$ cat config.mk
export PLATFORM = sky130hd
export DESIGN_NAME = tlp_tx_cntrl
export DESIGN_NICKNAME = d
export VERILOG_FILES = /design/src/common/tlp_tx_pkg.sv /design/src/common/rd_seg_if.sv /design/src/rd_path/pending_rd_tracker.sv /design/src/rd_path/rd_req_splitter.sv /design/src/cmd_arbiter.sv /design/src/msi_request.sv /design/src/tlp_tx_cntrl.sv
export VERILOG_INCLUDE_DIRS = /design/src /design/src/common
export SDC_FILE = /design/constraint.sdc
export NUM_CORES = 1
export LEC_CHECK = 0
export BUFFER_PORTS_ARGS = -buffer_cell sky130_fd_sc_hd__buf_2
export CAP_MARGIN = 5
export CELL_PAD_IN_SITES_DETAIL_PLACEMENT = 2
export CELL_PAD_IN_SITES_GLOBAL_PLACEMENT = 2
export CORE_MARGIN = 2
export CORE_UTILIZATION = 33
export CTS_CLUSTER_SIZE = 28
export DETAILED_ROUTE_END_ITERATION = 12
export HOLD_SLACK_MARGIN = 0.03
export PLACE_DENSITY = 0.81
export SKIP_LAST_GASP = 1
export SLEW_MARGIN = 0
export SYNTH_ARGS = -nofsm -noshare
export SYNTH_HDL_FRONTEND = slang
export SYNTH_HIERARCHICAL = 1
export SYNTH_SLANG_ARGS = --single-unit
$ cat constraint.sdc
create_clock -name AvlClk_i -period 5.2 [get_ports AvlClk_i]
set_input_delay 0.78 -clock AvlClk_i [delete_from_list [all_inputs] [get_ports AvlClk_i]]
set_output_delay 0.78 -clock AvlClk_i [all_outputs]
set_load 0.03 [all_outputs]
$ cat src/common/tlp_tx_settings.svh
`ifndef TLP_TX_SETTINGS_SVH
`define TLP_TX_SETTINGS_SVH

// avalon slave side
`define AVL_ADDR_WIDTH 32       // byte address
`define BURST_W 6               // burst count width

// outstanding read bookkeeping
`define MAX_OUTSTANDING_RD 8
`define PND_FIFO_DEPTH 16       // burst counts held by the tracker

// command fifo fill level up to which a header is still written
`define CMD_FIFO_OK_LEVEL 8

// interrupt sources
`define IRQ_NUM 1
`define MBOX_IRQ_BASE 16        // pcie_irq_ena bit of mailbox 0

// reads may not cross this address boundary
`define BOUNDARY_BYTES 4096

`endif

$ cat src/common/tlp_tx_pkg.sv
`include "tlp_tx_settings.svh"

package tlp_tx_pkg;

  typedef logic [`BURST_W-1:0] burst_t;

  // byte counts up to one full 4 KB page
  typedef logic [12:0] rd_bytes_t;

  typedef logic [3:0] tag_t;

  // mailbox register select, address bits 2:0
  typedef logic [2:0] mbox_idx_t;

  // avalon byte enable of one 16-byte word
  typedef union packed {
    logic [15:0]     word;   // whole pattern
    logic [3:0][3:0] nib;    // one nibble per dword
  } avl_be_u;

  // command fifo entry, 91 bits
  typedef struct packed {
    logic        last_sub_read;   // final segment of an avalon read
    logic [3:0]  lbe;
    logic [8:0]  len_dw;
    logic        is_msi;
    tag_t        tag;
    logic [3:0]  fbe;
    logic        is_wr64;
    logic        is_wr32;
    logic        is_rd64;
    logic        is_rd32;
    logic [63:0] addr;
  } tlp_hdr_t;

endpackage

$ cat src/common/rd_seg_if.sv
`timescale 1ns/1ps

// read segments from the splitter to the command arbiter
interface rd_seg_if;

  logic        seg_valid;   // fields below stable while high
  logic [63:0] seg_addr;
  logic [8:0]  seg_len_dw;
  logic [3:0]  seg_fbe;
  logic [3:0]  seg_lbe;
  logic        seg_last;    // last segment of the avalon read
  logic        rd_idle;     // splitter may accept a new read

  logic        seg_take;    // one cycle, header written
  logic        rd_allow;    // master enabled and no msi pending

  modport producer (
    output seg_valid, seg_addr, seg_len_dw, seg_fbe, seg_lbe, seg_last, rd_idle,
    input  seg_take, rd_allow
  );

  modport consumer (
    input  seg_valid, seg_addr, seg_len_dw, seg_fbe, seg_lbe, seg_last, rd_idle,
    output seg_take, rd_allow
  );

endinterface

$ cat src/rd_path/pending_rd_tracker.sv
`timescale 1ns/1ps
`include "tlp_tx_settings.svh"

module pending_rd_tracker
  import tlp_tx_pkg::*;
(
  input  logic   AvlClk_i,
  input  logic   Rstn_i,
  input  logic   rd_accept_i,
  input  burst_t rd_burst_i,
  input  logic   txs_read_data_valid_i,
  output logic   rd_limit_o
);

  localparam int PTR_W = $clog2(`PND_FIFO_DEPTH);
  localparam int OUT_W = $clog2(`MAX_OUTSTANDING_RD + 1);

  burst_t           fifo_mem [`PND_FIFO_DEPTH];
  logic [PTR_W:0]   wr_ptr_q;
  logic [PTR_W:0]   rd_ptr_q;
  logic             fifo_empty;
  logic             pop;

  logic             head_vld_q;
  burst_t           head_cnt_q;   // burst count of the oldest read
  burst_t           data_cnt_q;   // data strobes returned for it
  logic             done;

  logic [OUT_W-1:0] outstanding_q;
  logic             rd_limit_q;

  assign fifo_empty = (wr_ptr_q == rd_ptr_q);
  assign done       = head_vld_q && (data_cnt_q == head_cnt_q);
  assign pop        = !fifo_empty && (!head_vld_q || done);

  always_ff @(posedge AvlClk_i)
  begin
    if (rd_accept_i)
      fifo_mem[wr_ptr_q[PTR_W-1:0]] <= rd_burst_i;
    if (pop)
      head_cnt_q <= fifo_mem[rd_ptr_q[PTR_W-1:0]];
  end

  always_ff @(posedge AvlClk_i or negedge Rstn_i)
  begin
    if (!Rstn_i)
    begin
      wr_ptr_q      <= '0;
      rd_ptr_q      <= '0;
      head_vld_q    <= 1'b0;
      data_cnt_q    <= '0;
      outstanding_q <= '0;
      rd_limit_q    <= 1'b0;
    end
    else
    begin
      if (rd_accept_i)
        wr_ptr_q <= wr_ptr_q + 1'b1;
      if (pop)
        rd_ptr_q <= rd_ptr_q + 1'b1;

      if (pop)
        head_vld_q <= 1'b1;
      else if (done)
        head_vld_q <= 1'b0;

      // a strobe in the done cycle already belongs to the next read
      if (done)
        data_cnt_q <= txs_read_data_valid_i ? burst_t'(1) : burst_t'(0);
      else if (txs_read_data_valid_i)
        data_cnt_q <= data_cnt_q + 1'b1;

      case ({rd_accept_i, done})
        2'b10:   outstanding_q <= outstanding_q + 1'b1;
        2'b01:   outstanding_q <= outstanding_q - 1'b1;
        default: outstanding_q <= outstanding_q;
      endcase

      rd_limit_q <= (outstanding_q >= OUT_W'(`MAX_OUTSTANDING_RD));
    end
  end

  assign rd_limit_o = rd_limit_q;

endmodule

$ cat src/rd_path/rd_req_splitter.sv
`timescale 1ns/1ps
`include "tlp_tx_settings.svh"

module rd_req_splitter
  import tlp_tx_pkg::*;
(
  input  logic                       AvlClk_i,
  input  logic                       Rstn_i,
  input  logic                       tx_chip_select_i,
  input  logic                       tx_read_i,
  input  burst_t                     tx_burst_count_i,
  input  logic [`AVL_ADDR_WIDTH-1:0] tx_address_i,
  input  avl_be_u                    tx_byte_enable_i,
  input  logic [31:0]                dev_csr_i,
  input  logic                       rd_limit_i,
  output logic                       tx_wait_request_o,
  output logic                       rd_accept_o,
  output burst_t                     rd_burst_o,
  rd_seg_if.producer                 seg
);

  localparam logic [1:0] ST_IDLE = 2'd0;
  localparam logic [1:0] ST_CALC = 2'd1;   // pipeline cycle, segment size registered
  localparam logic [1:0] ST_SEG  = 2'd2;   // segment offered to the arbiter

  localparam int BND_BITS = $clog2(`BOUNDARY_BYTES);

  logic [1:0]                 state_q;
  logic [`AVL_ADDR_WIDTH-1:0] addr_q;
  rd_bytes_t                  remain_q;
  rd_bytes_t                  seg_bytes_q;
  logic                       seg_last_q;

  logic                       accept;
  logic                       partial;
  logic [2:0]                 num_dw;
  logic [1:0]                 first_dw;
  logic [`AVL_ADDR_WIDTH-1:0] req_addr;
  rd_bytes_t                  req_bytes;
  rd_bytes_t                  max_rd;
  rd_bytes_t                  to_bnd;
  rd_bytes_t                  seg_bytes;

  // max read request size from device control
  always_comb
  begin
    case (dev_csr_i[14:12])
      3'b000:  max_rd = 13'd128;
      3'b001:  max_rd = 13'd256;
      default: max_rd = 13'd512;
    endcase
  end

  // dword count from the whole pattern, start dword from the nibbles
  always_comb
  begin
    case (tx_byte_enable_i.word)
      16'h000F, 16'h00F0, 16'h0F00, 16'hF000: num_dw = 3'd1;
      16'h00FF, 16'h0FF0, 16'hFF00:           num_dw = 3'd2;
      16'h0FFF, 16'hFFF0:                     num_dw = 3'd3;
      default:                                num_dw = 3'd4;
    endcase
    first_dw = 2'd0;
    for (int i = 3; i >= 0; i--)
    begin
      if (tx_byte_enable_i.nib[i] != 4'h0)
        first_dw = i[1:0];   // lowest enabled dword wins
    end
  end

  assign partial = (tx_burst_count_i == burst_t'(1)) && (tx_byte_enable_i.word != 16'hFFFF);

  assign req_addr  = partial ? {tx_address_i[`AVL_ADDR_WIDTH-1:4], first_dw, 2'b00}
                             : {tx_address_i[`AVL_ADDR_WIDTH-1:4], 4'h0};
  assign req_bytes = partial ? rd_bytes_t'({num_dw, 2'b00})
                             : rd_bytes_t'({tx_burst_count_i, 4'h0});

  assign accept = tx_chip_select_i & tx_read_i & (state_q == ST_IDLE) & seg.rd_allow &
                  ~rd_limit_i;

  assign tx_wait_request_o = ~accept;
  assign rd_accept_o       = accept;
  assign rd_burst_o        = tx_burst_count_i;

  // smallest of remaining bytes, max read size and distance to the boundary
  assign to_bnd = rd_bytes_t'(`BOUNDARY_BYTES) - rd_bytes_t'(addr_q[BND_BITS-1:0]);

  always_comb
  begin
    seg_bytes = remain_q;
    if (max_rd < seg_bytes)
      seg_bytes = max_rd;
    if (to_bnd < seg_bytes)
      seg_bytes = to_bnd;
  end

  always_ff @(posedge AvlClk_i or negedge Rstn_i)
  begin
    if (!Rstn_i)
      state_q <= ST_IDLE;
    else
    begin
      case (state_q)
        ST_IDLE: if (accept) state_q <= ST_CALC;
        ST_CALC: state_q <= ST_SEG;
        ST_SEG:
          if (seg.seg_take)
            state_q <= seg_last_q ? ST_IDLE : ST_CALC;
        default: state_q <= ST_IDLE;
      endcase
    end
  end

  // address and byte bookkeeping
  always_ff @(posedge AvlClk_i)
  begin
    if (accept)
    begin
      addr_q   <= req_addr;
      remain_q <= req_bytes;
    end
    else if ((state_q == ST_SEG) && seg.seg_take)
    begin
      addr_q   <= addr_q + `AVL_ADDR_WIDTH'(seg_bytes_q);
      remain_q <= remain_q - seg_bytes_q;
    end

    if (state_q == ST_CALC)
    begin
      seg_bytes_q <= seg_bytes;
      seg_last_q  <= (seg_bytes == remain_q);
    end
  end

  assign seg.seg_valid  = (state_q == ST_SEG);
  assign seg.seg_addr   = {{(64-`AVL_ADDR_WIDTH){1'b0}}, addr_q};   // translation bypassed
  assign seg.seg_len_dw = seg_bytes_q[10:2];
  assign seg.seg_fbe    = 4'hF;
  assign seg.seg_lbe    = (seg_bytes_q == 13'd4) ? 4'h0 : 4'hF;   // single dword has no lbe
  assign seg.seg_last   = seg_last_q;
  assign seg.rd_idle    = (state_q == ST_IDLE);

endmodule

$ cat src/cmd_arbiter.sv
`timescale 1ns/1ps
`include "tlp_tx_settings.svh"

module cmd_arbiter
  import tlp_tx_pkg::*;
(
  input  logic        AvlClk_i,
  input  logic        Rstn_i,
  input  logic [3:0]  cmd_fifo_usedw_i,
  input  logic        master_enable_i,
  input  logic [63:0] msi_addr_i,
  input  logic        msi_pending_i,
  rd_seg_if.consumer  seg,
  output logic        msi_sent_o,
  output logic        tx_req_wr_o,
  output tlp_hdr_t    tx_req_header_o,
  output logic        cmd_fifo_busy_o
);

  logic     cmd_ok;
  logic     msi_sel;   // msi owns the header mux
  logic     msi_go;
  logic     rd_go;
  tag_t     tag_q;
  tlp_hdr_t hdr;

  assign cmd_ok  = (cmd_fifo_usedw_i <= 4'(`CMD_FIFO_OK_LEVEL));
  assign msi_sel = msi_pending_i & seg.rd_idle;
  assign msi_go  = msi_sel & cmd_ok & master_enable_i;
  assign rd_go   = seg.seg_valid & cmd_ok;   // never together with msi_go, splitter busy

  assign seg.seg_take = rd_go;
  assign seg.rd_allow = master_enable_i & ~msi_pending_i;

  always_comb
  begin
    hdr     = '0;
    hdr.tag = tag_q;
    if (msi_sel)
    begin
      hdr.len_dw  = 9'd1;
      hdr.fbe     = 4'hF;
      hdr.is_msi  = 1'b1;
      hdr.is_wr64 = |msi_addr_i[63:32];
      hdr.is_wr32 = ~|msi_addr_i[63:32];
      hdr.addr    = msi_addr_i;
    end
    else
    begin
      hdr.last_sub_read = seg.seg_last;
      hdr.lbe           = seg.seg_lbe;
      hdr.len_dw        = seg.seg_len_dw;
      hdr.fbe           = seg.seg_fbe;
      hdr.is_rd64       = |seg.seg_addr[63:32];
      hdr.is_rd32       = ~|seg.seg_addr[63:32];
      hdr.addr          = seg.seg_addr;
    end
  end

  // tags advance on reads only
  always_ff @(posedge AvlClk_i or negedge Rstn_i)
  begin
    if (!Rstn_i)
      tag_q <= '0;
    else if (rd_go)
      tag_q <= tag_q + 1'b1;
  end

  assign tx_req_wr_o     = msi_go | rd_go;
  assign tx_req_header_o = hdr;
  assign msi_sent_o      = msi_go;
  assign cmd_fifo_busy_o = msi_pending_i | seg.seg_valid;   // a header is waiting

endmodule

$ cat src/msi_request.sv
`timescale 1ns/1ps
`include "tlp_tx_settings.svh"

module msi_request
  import tlp_tx_pkg::*;
(
  input  logic                AvlClk_i,
  input  logic                Rstn_i,
  input  logic [`IRQ_NUM-1:0] rxm_irq_i,
  input  logic [31:0]         pcie_irq_ena_i,
  input  logic [15:0]         msi_csr_i,
  input  logic [11:0]         a2p_mb_wr_addr_i,
  input  logic                a2p_mb_wr_req_i,
  input  logic                msi_sent_i,
  output logic                msi_pending_o
);

  logic      irq_act;
  logic      irq_q;
  logic      irq_rise;
  mbox_idx_t mbox_idx;
  logic      mbox_hit;
  logic      msi_set;
  logic      pending_q;

  // enabled interrupt lines folded into one level
  assign irq_act  = |(rxm_irq_i & pcie_irq_ena_i[`IRQ_NUM-1:0]);
  assign irq_rise = irq_act & ~irq_q;

  assign mbox_idx = a2p_mb_wr_addr_i[2:0];
  assign mbox_hit = a2p_mb_wr_req_i & pcie_irq_ena_i[`MBOX_IRQ_BASE + mbox_idx];

  assign msi_set = (irq_rise | mbox_hit) & msi_csr_i[0];   // msi enable

  always_ff @(posedge AvlClk_i or negedge Rstn_i)
  begin
    if (!Rstn_i)
    begin
      irq_q     <= 1'b0;
      pending_q <= 1'b0;
    end
    else
    begin
      irq_q <= irq_act;
      if (msi_set)
        pending_q <= 1'b1;   // further triggers merge into this one
      else if (msi_sent_i)
        pending_q <= 1'b0;
    end
  end

  assign msi_pending_o = pending_q;

endmodule

$ cat src/tlp_tx_cntrl.sv
`timescale 1ns/1ps
`include "tlp_tx_settings.svh"

module tlp_tx_cntrl
  import tlp_tx_pkg::*;
(
  input  logic                       AvlClk_i,
  input  logic                       Rstn_i,
  input  logic                       tx_chip_select_i,
  input  logic                       tx_read_i,
  input  logic [`BURST_W-1:0]        tx_burst_count_i,
  input  logic [`AVL_ADDR_WIDTH-1:0] tx_address_i,
  input  logic [15:0]                tx_byte_enable_i,
  input  logic [3:0]                 cmd_fifo_usedw_i,
  input  logic [31:0]                dev_csr_i,
  input  logic                       master_enable_i,
  input  logic [15:0]                msi_csr_i,
  input  logic [63:0]                msi_addr_i,
  input  logic [31:0]                pcie_irq_ena_i,
  input  logic [11:0]                a2p_mb_wr_addr_i,
  input  logic                       a2p_mb_wr_req_i,
  input  logic                       txs_read_data_valid_i,
  input  logic [`IRQ_NUM-1:0]        rxm_irq_i,
  output logic                       tx_wait_request_o,
  output logic                       tx_req_wr_o,
  output tlp_hdr_t                   tx_req_header_o,
  output logic                       cmd_fifo_busy_o
);

  logic   rd_accept;
  burst_t rd_burst;
  logic   rd_limit;
  logic   msi_pending;
  logic   msi_sent;

  rd_seg_if rd_seg ();

  rd_req_splitter rd_req_splitter_i (
    .AvlClk_i          (AvlClk_i),
    .Rstn_i            (Rstn_i),
    .tx_chip_select_i  (tx_chip_select_i),
    .tx_read_i         (tx_read_i),
    .tx_burst_count_i  (tx_burst_count_i),
    .tx_address_i      (tx_address_i),
    .tx_byte_enable_i  (tx_byte_enable_i),
    .dev_csr_i         (dev_csr_i),
    .rd_limit_i        (rd_limit),
    .tx_wait_request_o (tx_wait_request_o),
    .rd_accept_o       (rd_accept),
    .rd_burst_o        (rd_burst),
    .seg               (rd_seg.producer)
  );

  pending_rd_tracker pending_rd_tracker_i (
    .AvlClk_i              (AvlClk_i),
    .Rstn_i                (Rstn_i),
    .rd_accept_i           (rd_accept),
    .rd_burst_i            (rd_burst),
    .txs_read_data_valid_i (txs_read_data_valid_i),
    .rd_limit_o            (rd_limit)
  );

  msi_request msi_request_i (
    .AvlClk_i         (AvlClk_i),
    .Rstn_i           (Rstn_i),
    .rxm_irq_i        (rxm_irq_i),
    .pcie_irq_ena_i   (pcie_irq_ena_i),
    .msi_csr_i        (msi_csr_i),
    .a2p_mb_wr_addr_i (a2p_mb_wr_addr_i),
    .a2p_mb_wr_req_i  (a2p_mb_wr_req_i),
    .msi_sent_i       (msi_sent),
    .msi_pending_o    (msi_pending)
  );

  cmd_arbiter cmd_arbiter_i (
    .AvlClk_i         (AvlClk_i),
    .Rstn_i           (Rstn_i),
    .cmd_fifo_usedw_i (cmd_fifo_usedw_i),
    .master_enable_i  (master_enable_i),
    .msi_addr_i       (msi_addr_i),
    .msi_pending_i    (msi_pending),
    .seg              (rd_seg.consumer),
    .msi_sent_o       (msi_sent),
    .tx_req_wr_o      (tx_req_wr_o),
    .tx_req_header_o  (tx_req_header_o),
    .cmd_fifo_busy_o  (cmd_fifo_busy_o)
  );

endmodule

After elaboration in Yosys (flattened, before gate mapping):

Memory sizes are Yosys's and may differ from the RTL's. A register that Yosys moved wholly into a read port is not among the register bits.
Index checks and enable logic that the tools add are counted.

* bits in registers: 89
* bits in writable memories: 96
* output and inout bits: 94
* word-level logic and storage cells: 133
* memories kept: 1

* add/subtract/negate cells: 10
* $lt $le $gt $ge: 5
* equality and inequality tests: 22
* muxes and demuxes: 37
* bitwise operators: 20
* reductions and logical operators: 24

Memories
* pending_rd_tracker_i.fifo_mem: words 16, width 6, read ports 1, clocked after Yosys merged registers in 1, write ports 1, RTL line pending_rd_tracker.sv:18 `` burst_t fifo_mem [`PND_FIFO_DEPTH]; ``

Operators by type and width (number)
* $mux 32: 2
* $mux 64: 1
* $mux 13: 4
* $eq 16x12->1 const B: 3
* $eq 16x16->1 const B: 3
* $add 32x13->32: 1
* $eq 16x8->1 const B: 2
* $lt 32x6->1 const B: 1
* $reduce_or 32->1: 1
* $pmux 10 s2: 1
* $eq 16x4->1 const B: 1
* $ne 16x16->1 const B: 1
* $reduce_bool 4->1: 4
* $mux 2: 7
* $and 1x1->1: 13
* $eq 13x13->1: 1
* $eq 13x3->1 const B: 1
* $lt 10x13->1: 1
* $lt 13x13->1: 1
* $sub 13x12->13 const A: 1
* $sub 13x13->13: 1
* $mux 6: 2
* $mux 1: 11
* $add 5x1->5 const B: 2
* 33 further kinds: 52

Logic depth before layout (Yosys ltp):

Gate-level depths: netlist (run 1).

* depth in word-level cells: 7
* mapped depth: 18
* gate-level depth less buffers: 16

Cells and area by module:

The synthesis (run 1) kept the hierarchy.

Modules (own cells, without submodules)
* rd_req_splitter: times used 1, cells each 615, area each 5417.7 µm², seq. area each 1821.7 µm²
* pending_rd_tracker: times used 1, cells each 290, area each 5201.2 µm², seq. area each 3613.5 µm²
* cmd_arbiter: times used 1, cells each 272, area each 1302.5 µm², seq. area each 100.1 µm²
* msi_request: times used 1, cells each 14, area each 151.4 µm², seq. area each 50.0 µm²

Least setup slack after synthesis (run 1):

OpenSTA, ideal clock, no wires.

* kind: input-to-reg
* start: input dev_csr_i[14]
* end: register rd_req_splitter_i.seg_bytes_q[4] (data pin)
* library setup time: 0.267 ns
* arrival time: 4.111 ns
* required time: 4.933 ns
* setup slack: 0.822 ns
* stages on the path: 16
* path buffers: 4
* cell sequence: or2_2 > nor2_1 > ha_1 > and2_1 > o211ai_1 > o21ai_4 > clkbuf_1 > nand2_1 > ha_1 > nand4_1 > or2_2 > o211ai_2 > buf_2 > buf_1 > clkbuf_1 > o21ai_0

* longest elaborated chain between the ends: 6
* elaborated cells on any way between the ends: 7
* those cells by class: 2 x order compare; 1 x eq/ne; 3 x mux; 1 x reduce/logical

RTL lines
* start, declared: RTL line tlp_tx_cntrl.sv:15 `input logic [31:0] dev_csr_i,`
* $eq 3x1->1 or $logic_not 3->1 (tied branches): RTL line rd_req_splitter.sv:47 `case (dev_csr_i[14:12])`
* $pmux 10 s2 (*): RTL line rd_req_splitter.sv:47
* $lt 10x13->1: RTL line rd_req_splitter.sv:91 `if (max_rd < seg_bytes)`
* $mux 13 (*): RTL line rd_req_splitter.sv:91
* $lt 13x13->1: RTL line rd_req_splitter.sv:93 `if (to_bnd < seg_bytes)`
* $mux 13 (*): RTL line rd_req_splitter.sv:93
* named net rd_req_splitter_i.seg_bytes[4]: RTL line rd_req_splitter.sv:42 `rd_bytes_t seg_bytes;`
* end signal, assigned: RTL line rd_req_splitter.sv:130 `seg_bytes_q <= seg_bytes;`
* end, declared: RTL line rd_req_splitter.sv:31 `rd_bytes_t seg_bytes_q;`

Mark *: on every way through the listed nets, which the timed path passes. The rest lies on a longest branch.
A chain may end at the register's enable or synchronous reset.

Worst setup path in the final report (run 1):

* start: input dev_csr_i[14]
* end: register rd_req_splitter_i.seg_last_q (netlist: rd_req_splitter_i/seg.seg_last) (data pin)

* longest elaborated chain between the ends: 7
* elaborated cells on any way between the ends: 8
* those cells by class: 2 x order compare; 2 x eq/ne; 3 x mux; 1 x reduce/logical

RTL lines
* $eq 3x1->1 or $logic_not 3->1 (tied branches): RTL line rd_req_splitter.sv:47
* $pmux 10 s2 (*): RTL line rd_req_splitter.sv:47
* $lt 10x13->1: RTL line rd_req_splitter.sv:91
* $mux 13 (*): RTL line rd_req_splitter.sv:91
* $lt 13x13->1: RTL line rd_req_splitter.sv:93
* $mux 13 (*): RTL line rd_req_splitter.sv:93
* $eq 13x13->1 (*): RTL line rd_req_splitter.sv:131 `seg_last_q <= (seg_bytes == remain_q);`
* end signal, assigned: RTL line rd_req_splitter.sv:131
* end, declared: RTL line rd_req_splitter.sv:32 `logic seg_last_q;`

Every way passes the cells marked *; elsewhere a longest branch is shown, timed or not.

==> results.md, run 1 <==
- CP startpoint kind: input pin
- Post-CTS Setup Bufs: 0
- Die height: 195 um
- Worst Path Arrival: 4880 ps
- CTS Buf Count: 17
- Clock Skews: 13.7 ps
- Number of global-route vias before repair: 10600
- Achievable Freq: 0.218 GHz
- Ranking of synthesized cells by area: edfxtp_1, nand2_1, dfrtp_1, ha_1, mux4_2
- Vias: 9679
- Clk buf depth: 2
- Main combinational cell family by area after synthesis: simple AND/OR/NAND/NOR gates
- CTS tree: done
- Distinct cells, synth: 82
- Layout Nets: 1670
- Final hold vios: 0
- Initial drt markers: 463
- Post-CTS Resized: 0
- Share of the synthesized area in the top cell type: 40.0%
- Slew of the pin with the lowest slew margin: 1230 ps
- Top FF cell, synth: edfxtp_1
- Clock period minus final worst setup slack: 4590 ps
- Core area: 0.0363 mm2
- Syn Area/Cell: 10.1 um2
- Fin. max-slew vios: 0
- H-tree depth: 4
- Wire length per cell: 20.9 um
- Synth Register Bits: 191
- Detailed Place HPWL: 29500 um
- Slew margin rel.: 17.7%
- Dpl cell area: 0.0134 mm2
- Status: finished, final reports clean
- Hold Crit Class: input pin to async pin
- # clock sinks: 191
- Mux cell area share after synthesis: 6.29%
- # hold bufs at CTS: 0
- Max_cap viols: 0
- XOR/XNOR share of the synthesized area: 6.31%
- Count leader, synth: nand2_1
- Pin count of the biggest net entering global routing: 85
- Fraction of layout cells with a size suffix above 1: 23.7%
- Vias per cell: 5.15
- Post-Route WL: 39400 um
- Iteration count of the initial detailed-routing pass: 4
- Post-Syn Area: 0.0121 mm2
- Setup_tns: 0 ps
- Unrepaired setup endpoints after global routing: no
- Grt total ovfl: 0
- Syn Inst Count: 1191
- Total Power: 6.71 mW
- Area Overhead vs Synth: 16.2%
- Gr usage total: 20.8%
- Register clock-pin slew on the reported worst setup and hold paths: 80 ps
- Complex-gate fraction of the synthesized area: 8.75%
- Ports: 316
- Initial core utilization: 33.2%
- Global-route wire length before repair: 61100 um
- Register area share after synthesis: 46.3%
- VDD IR max: 0.279 mV
- Yosys warns: 6
- CP endpoint kind: register
- Row cnt: 70
- Antenna Nets Post-Route: 0
- Worst skew pair latency: 460 ps
- Largest area contributor in the netlist: edfxtp_1
- DIE AREA: 0.0381 mm2
- CP Data Required Time: 5490 ps
- Simple-Gate Fraction of Synth Area: 19.8%
- WS Path Type: input pin to register
- PortBufs: 230
- Lkg Pwr: 5.81 nW
- Post-synth EDFFs: 161
- # fillers: 3986
- Tcrit/Tclk final: 88.2%
- Endpoints failing setup: 0
- Overall die width: 195 um
- Synth Area in Adders: 5.51%
- CP max FO: 20
- Top post-synthesis cells by count: nand2_1, edfxtp_1, nor2_1
- Initial antenna violation count: 2
- Fin area: 0.0140 mm2
- DRC viols: 0
- FFs w/ async S/R, synth: 15.7%
- Root Buffer: clkbuf_16
- Routability cong.: 0.815
- P per Cell Area: 478 mW/mm2
stage by stage:
| step | cells | util [%] | hold slack (ps) | setup WS [ps] |
|---|---|---|---|---|
| detailed placement | 1845 | 37.0 | 390 | 160 |
| floorplan | 1228 | - | 427 | 822 |
| global placement | 1845 | 37.0 | 383 | 286 |
| global route | 1879 | 38.6 | 395 | 275 |
| CTS | 1877 | 38.6 | 368 | 630 |
| finish | 1879 | 38.6 | 366 | 613 |
cells by family after synthesis:
kind of cell | after synthesis
multiplexers | 41
flip-flops | 191
AO/OA/AOI/OAI | 164
adder cells (fa/ha/maj) | 52
XOR/XNOR | 87
AND/OR/NAND/NOR | 504
buffers and inverters | 150
other | 2
state kept, by name (all words and copies together) (netlist names):
signal	cells
pending_rd_tracker_i/fifo_mem	96
msi_request_i/irq_q	1
pending_rd_tracker_i/rd_ptr_q	5
pending_rd_tracker_i/head_vld_q	1
cmd_arbiter_i/tag_q	4
msi_request_i/msi_pending_o	1
rd_req_splitter_i/addr_q	32
rd_req_splitter_i/seg.seg_last	1
pending_rd_tracker_i/data_cnt_q	6
pending_rd_tracker_i/wr_ptr_q	5
rd_req_splitter_i/seg_bytes_q	13
pending_rd_tracker_i/rd_limit_o	1
pending_rd_tracker_i/outstanding_q	4
rd_req_splitter_i/remain_q	13
rd_req_splitter_i/state_q	2
pending_rd_tracker_i/head_cnt_q	6
report_power, final:
group / internal, mW / leakage (nW) / switching (mW) / total (mW)
registers: 1.86 / 1.83 / 0.223 / 2.08
logic: 1.06 / 3.70 / 2.23 / 3.29
clock network: 0.672 / 0.281 / 0.666 / 1.34
total: 3.59 / 5.81 / 3.12 / 6.71
worst max-delay path: stages:
cell and delay (ps):
buf_2 100, or2_2 330, nor2_1 220, ha_1 170, and2_1 190, o211ai_1 150
o21ai_4 440, mux2i_1 430, ha_1 180, nand4_1 130, or2_2 330, o211ai_2 420
buf_4 320, o21ai_0 170, a21oi_1 170, a21oi_1 70, nor4_2 270
cell usage in the layout (no fill, tap or decap), types with 4 or more instances in the layout:
master     instances
nor2_1            69
nor3_1            17
a21oi_1           45
buf_4             16
o21a_1             5
nor2b_1           14
or3_1              8
edfxtp_1         161
nor4_1            22
nand3_1           19
and2_1            18
nand2b_1          14
o21ai_0           49
conb_1            39
mux4_2            22
inv_1             51
a211oi_1           9
o211ai_1          10
or4_1              4
ha_1              50
and3_1            11
nand4_1           16
xnor2_1           44
buf_2            230
inv_8              5
o31ai_1            4
xor2_1            43
a21o_1             7
nand2_1          259
clkbuf_16         17
a21boi_0           4
dfrtp_1           30
mux2i_1           11
metal layers:
| metal | vias to the layer above | global-route usage [%] | part of all wire [%] |
|---|---|---|---|
| met4 | 0 | 6.47 | 2.3 |
| met3 | 50 | 3.30 | 3.6 |
| li1 | 4544 | - | - |
| met2 | 211 | 37.7 | 53 |
| met1 | 4874 | 25.4 | 41 |
| met5 | - | 0 | 0 |
final cells by class:
class | count | area [um2] | share of cell area, %
inverter | 53 | 199 | 1.42
timing repair buffer | 246 | 1270 | 9.06
clock buffer | 20 | 467 | 3.33
tap | 468 | 586 | 4.17
sequential | 191 | 5590 | 39.8
antenna | 2 | 5.00 | 0.0357
clock inverter | 12 | 118 | 0.839
multi-input combinational | 887 | 5800 | 41.3
final timing paths:
check                           depth (start not counted)                                  start                                     to  slack [ps]
worst max-delay path                                   17                          dev_csr_i[14]         rd_req_splitter_i/seg.seg_last         610
worst min-delay path                                    1                                 Rstn_i     pending_rd_tracker_i/data_cnt_q[3]         370
worst max register to register                         14          rd_req_splitter_i/remain_q[6]         rd_req_splitter_i/seg.seg_last         700
worst min register to register                          0  pending_rd_tracker_i/outstanding_q[3]        pending_rd_tracker_i/rd_limit_o         400
max in group asynchronous                               1                                 Rstn_i  pending_rd_tracker_i/outstanding_q[0]        4370
min in group AvlClk_i                                   0  pending_rd_tracker_i/outstanding_q[3]        pending_rd_tracker_i/rd_limit_o         400
No activity file was read; power rests on OpenSTA's default activity.
==> run 2, diff against run 1 <==
CORE_ASPECT_RATIO = 0.8   (was not set)
==> results.md, run 2 (synthesis gave the netlist of run 1 again) <==
- Status: finished, final reports clean
- Root Buffer: clkbuf_16
- Dpl cell area: 0.0134 mm2
- Clock Skews: 16.0 ps
- Cell Chain, Critical Path: buf_2, or2_2, nor2_1, ha_1, and2_1, o211ai_1, o21ai_4, buf_4, nand2_1, ha_1, a21oi_1, o21ai_0, a221oi_1, o211ai_2, or3_1, a21oi_1, a21oi_1, nor4_2
- Number of inserted diodes: 0
- Iteration count of the initial detailed-routing pass: 5
- Setup_tns: 0 ps
- Seq pwr share: 30.5%
- Unrepaired setup endpoints after global routing: no
- CP max FO: 14
- Clock Power Share: 21.1%
- # clock sinks: 191
- Global-route wire length before repair: 62500 um
- Register clock-pin slew on the reported worst setup and hold paths: 90 ps
- Most frequent cells in the layout: nand2_1, buf_2, edfxtp_1
- Slew of the pin with the lowest slew margin: 1160 ps
- CP startpoint kind: input pin
- Combinational power share: 48.4%
- Largest register FFs: 96
- CP Data Required Time: 5450 ps
- Slowest CP cell: a221oi_1
- # hold bufs at CTS: 0
- Lkg Pwr: 5.83 nW
- Worst Path Arrival: 4860 ps
- Switching share of total power: 47.1%
- Crit-path most repeated cell: a21oi_1
- Max_cap viols: 0
- Commonest non-fill, non-tap cell in the layout: nand2_1
- Worst skew pair latency: 440 ps
- Post-Route WL: 40200 um
- Layout Nets: 1669
- Endpoints failing setup: 0
- Vias per cell: 5.18
- Ports: 316
- Overall die width: 218 um
- Internal: 3.61 mW
- DIE AREA: 0.0381 mm2
- Achievable Freq: 0.217 GHz
- Antenna Nets Post-Route: 0
- Footprint of the multi-input gates: 0.00580 mm2
- Net Switching: 3.22 mW
- Detailed Place HPWL: 30500 um
- Hold Crit Class: input pin to async pin
- Grt total ovfl: 0
- Clk buf depth: 2
- Number of global-route vias before repair: 10600
- Fin. max-slew vios: 0
- Die height: 175 um
- Wire length per cell: 21.3 um
- Post-CTS Resized: 0
- H-tree depth: 4
- CTS Buf Count: 17
- P per Cell Area: 484 mW/mm2
- Top delay family on crit path: simple AND/OR/NAND/NOR gates
- PortBufs: 230
- Initial core utilization: 33.5%
- Vias: 9775
- WS Path Type: input pin to register
- DRC viols: 0
- Row cnt: 62
- Initial antenna violation count: 0
- CTS tree: done
- Fraction of layout cells with a size suffix above 1: 23.7%
- Pin count of the biggest net entering global routing: 85
- Initial drt markers: 681
- Area Overhead vs Synth: 16.8%
- Tcrit/Tclk final: 88.5%
- CP endpoint kind: register
- VDD IR max: 0.400 mV
- Slew margin rel.: 23.0%
- Core area: 0.0360 mm2
- Fin area: 0.0141 mm2
- # fillers: 3981
- Post-CTS Setup Bufs: 0
- Buf/Inv on CP: 2
- CP max stage delay: 450 ps
- Routability cong.: 0.829
- Register area: 0.00559 mm2
- Gr usage total: 21.3%
- Clock period minus final worst setup slack: 4600 ps
- Final hold vios: 0
## run 2: cell count changes in the layout (fill, tap and decap cells not counted), sizes merged
cell / previous run / this run
buf: 246 / 245
clkbuf: 20 / 17
clkinv: 3 / 4
clkinvlp: 3 / 0
diode: 2 / 0
inv: 59 / 64
## run 2: cell type report
class	instances	share of cell area [%]
Timing Repair Buffer	245	8.97
Inverter	53	1.41
Clock inverter	15	1.61
Clock buffer	17	3.02
Tap cell	480	4.26
Multi-Input combinational cell	887	41.1
Sequential cell	191	39.6
## run 2: power by group through the flow
stage	registers, mW	clock network [mW]	logic (mW)
after global routing	2.11	1.53	3.59
after floorplan	2.03	0	2.45
after global placement	2.10	0	3.19
final	2.08	1.44	3.30
after detailed placement	2.11	0	3.31
after CTS	2.08	1.47	3.33
## run 2: metrics by stage
step | power, mW | utilization [%] | hold slack [ps] | cells | setup slack (ps)
3_3_place_gp | 5.29 | 37.4 | 387 | 1856 | 408
2_1_floorplan | 4.49 | - | 427 | 1228 | 822
4_1_cts | 6.89 | 39.2 | 409 | 1888 | 668
5_1_grt | 7.22 | 39.2 | 422 | 1888 | 426
3_5_place_dp | 5.42 | 37.4 | 391 | 1856 | 230
6_report | 6.82 | 39.2 | 393 | 1888 | 596
## run 2: worst paths after layout
check | end | cells past startpoint | slack [ps] | start
setup / recovery | rd_req_splitter_i/seg.seg_last | 18 | 600 | dev_csr_i[14]
hold / removal | msi_request_i/irq_q | 1 | 390 | Rstn_i
setup reg to reg | rd_req_splitter_i/seg.seg_last | 15 | 780 | rd_req_splitter_i/remain_q[6]
hold reg to reg | pending_rd_tracker_i/rd_limit_o | 0 | 400 | pending_rd_tracker_i/outstanding_q[3]
max in group asynchronous | pending_rd_tracker_i/wr_ptr_q[2] | 1 | 4330 | Rstn_i
min in group AvlClk_i | pending_rd_tracker_i/rd_limit_o | 0 | 400 | pending_rd_tracker_i/outstanding_q[3]
## run 2: layer usage
| metal | vias up | wire length [um] | global-route usage, % |
|---|---|---|---|
| li1 | 4544 | - | - |
| met1 | 4980 | 18800 | 29.0 |
| met2 | 221 | 19400 | 36.4 |
| met3 | 30 | 1550 | 2.91 |
| met4 | 0 | 469 | 4.17 |
| met5 | - | 0 | 0 |
## run 2: worst reg2reg max path: stages, from the launching register on
cell and delay [ps]:
edfxtp_1 510, or4_4 590, nor4_2 160, nor2_1 110
o21ai_4 210, buf_4 240, nand2_1 90, ha_1 310
a21oi_1 130, o21ai_0 110, a221oi_1 450, o211ai_2 350
or3_1 440, a21oi_1 160, a21oi_1 70, nor4_2 320
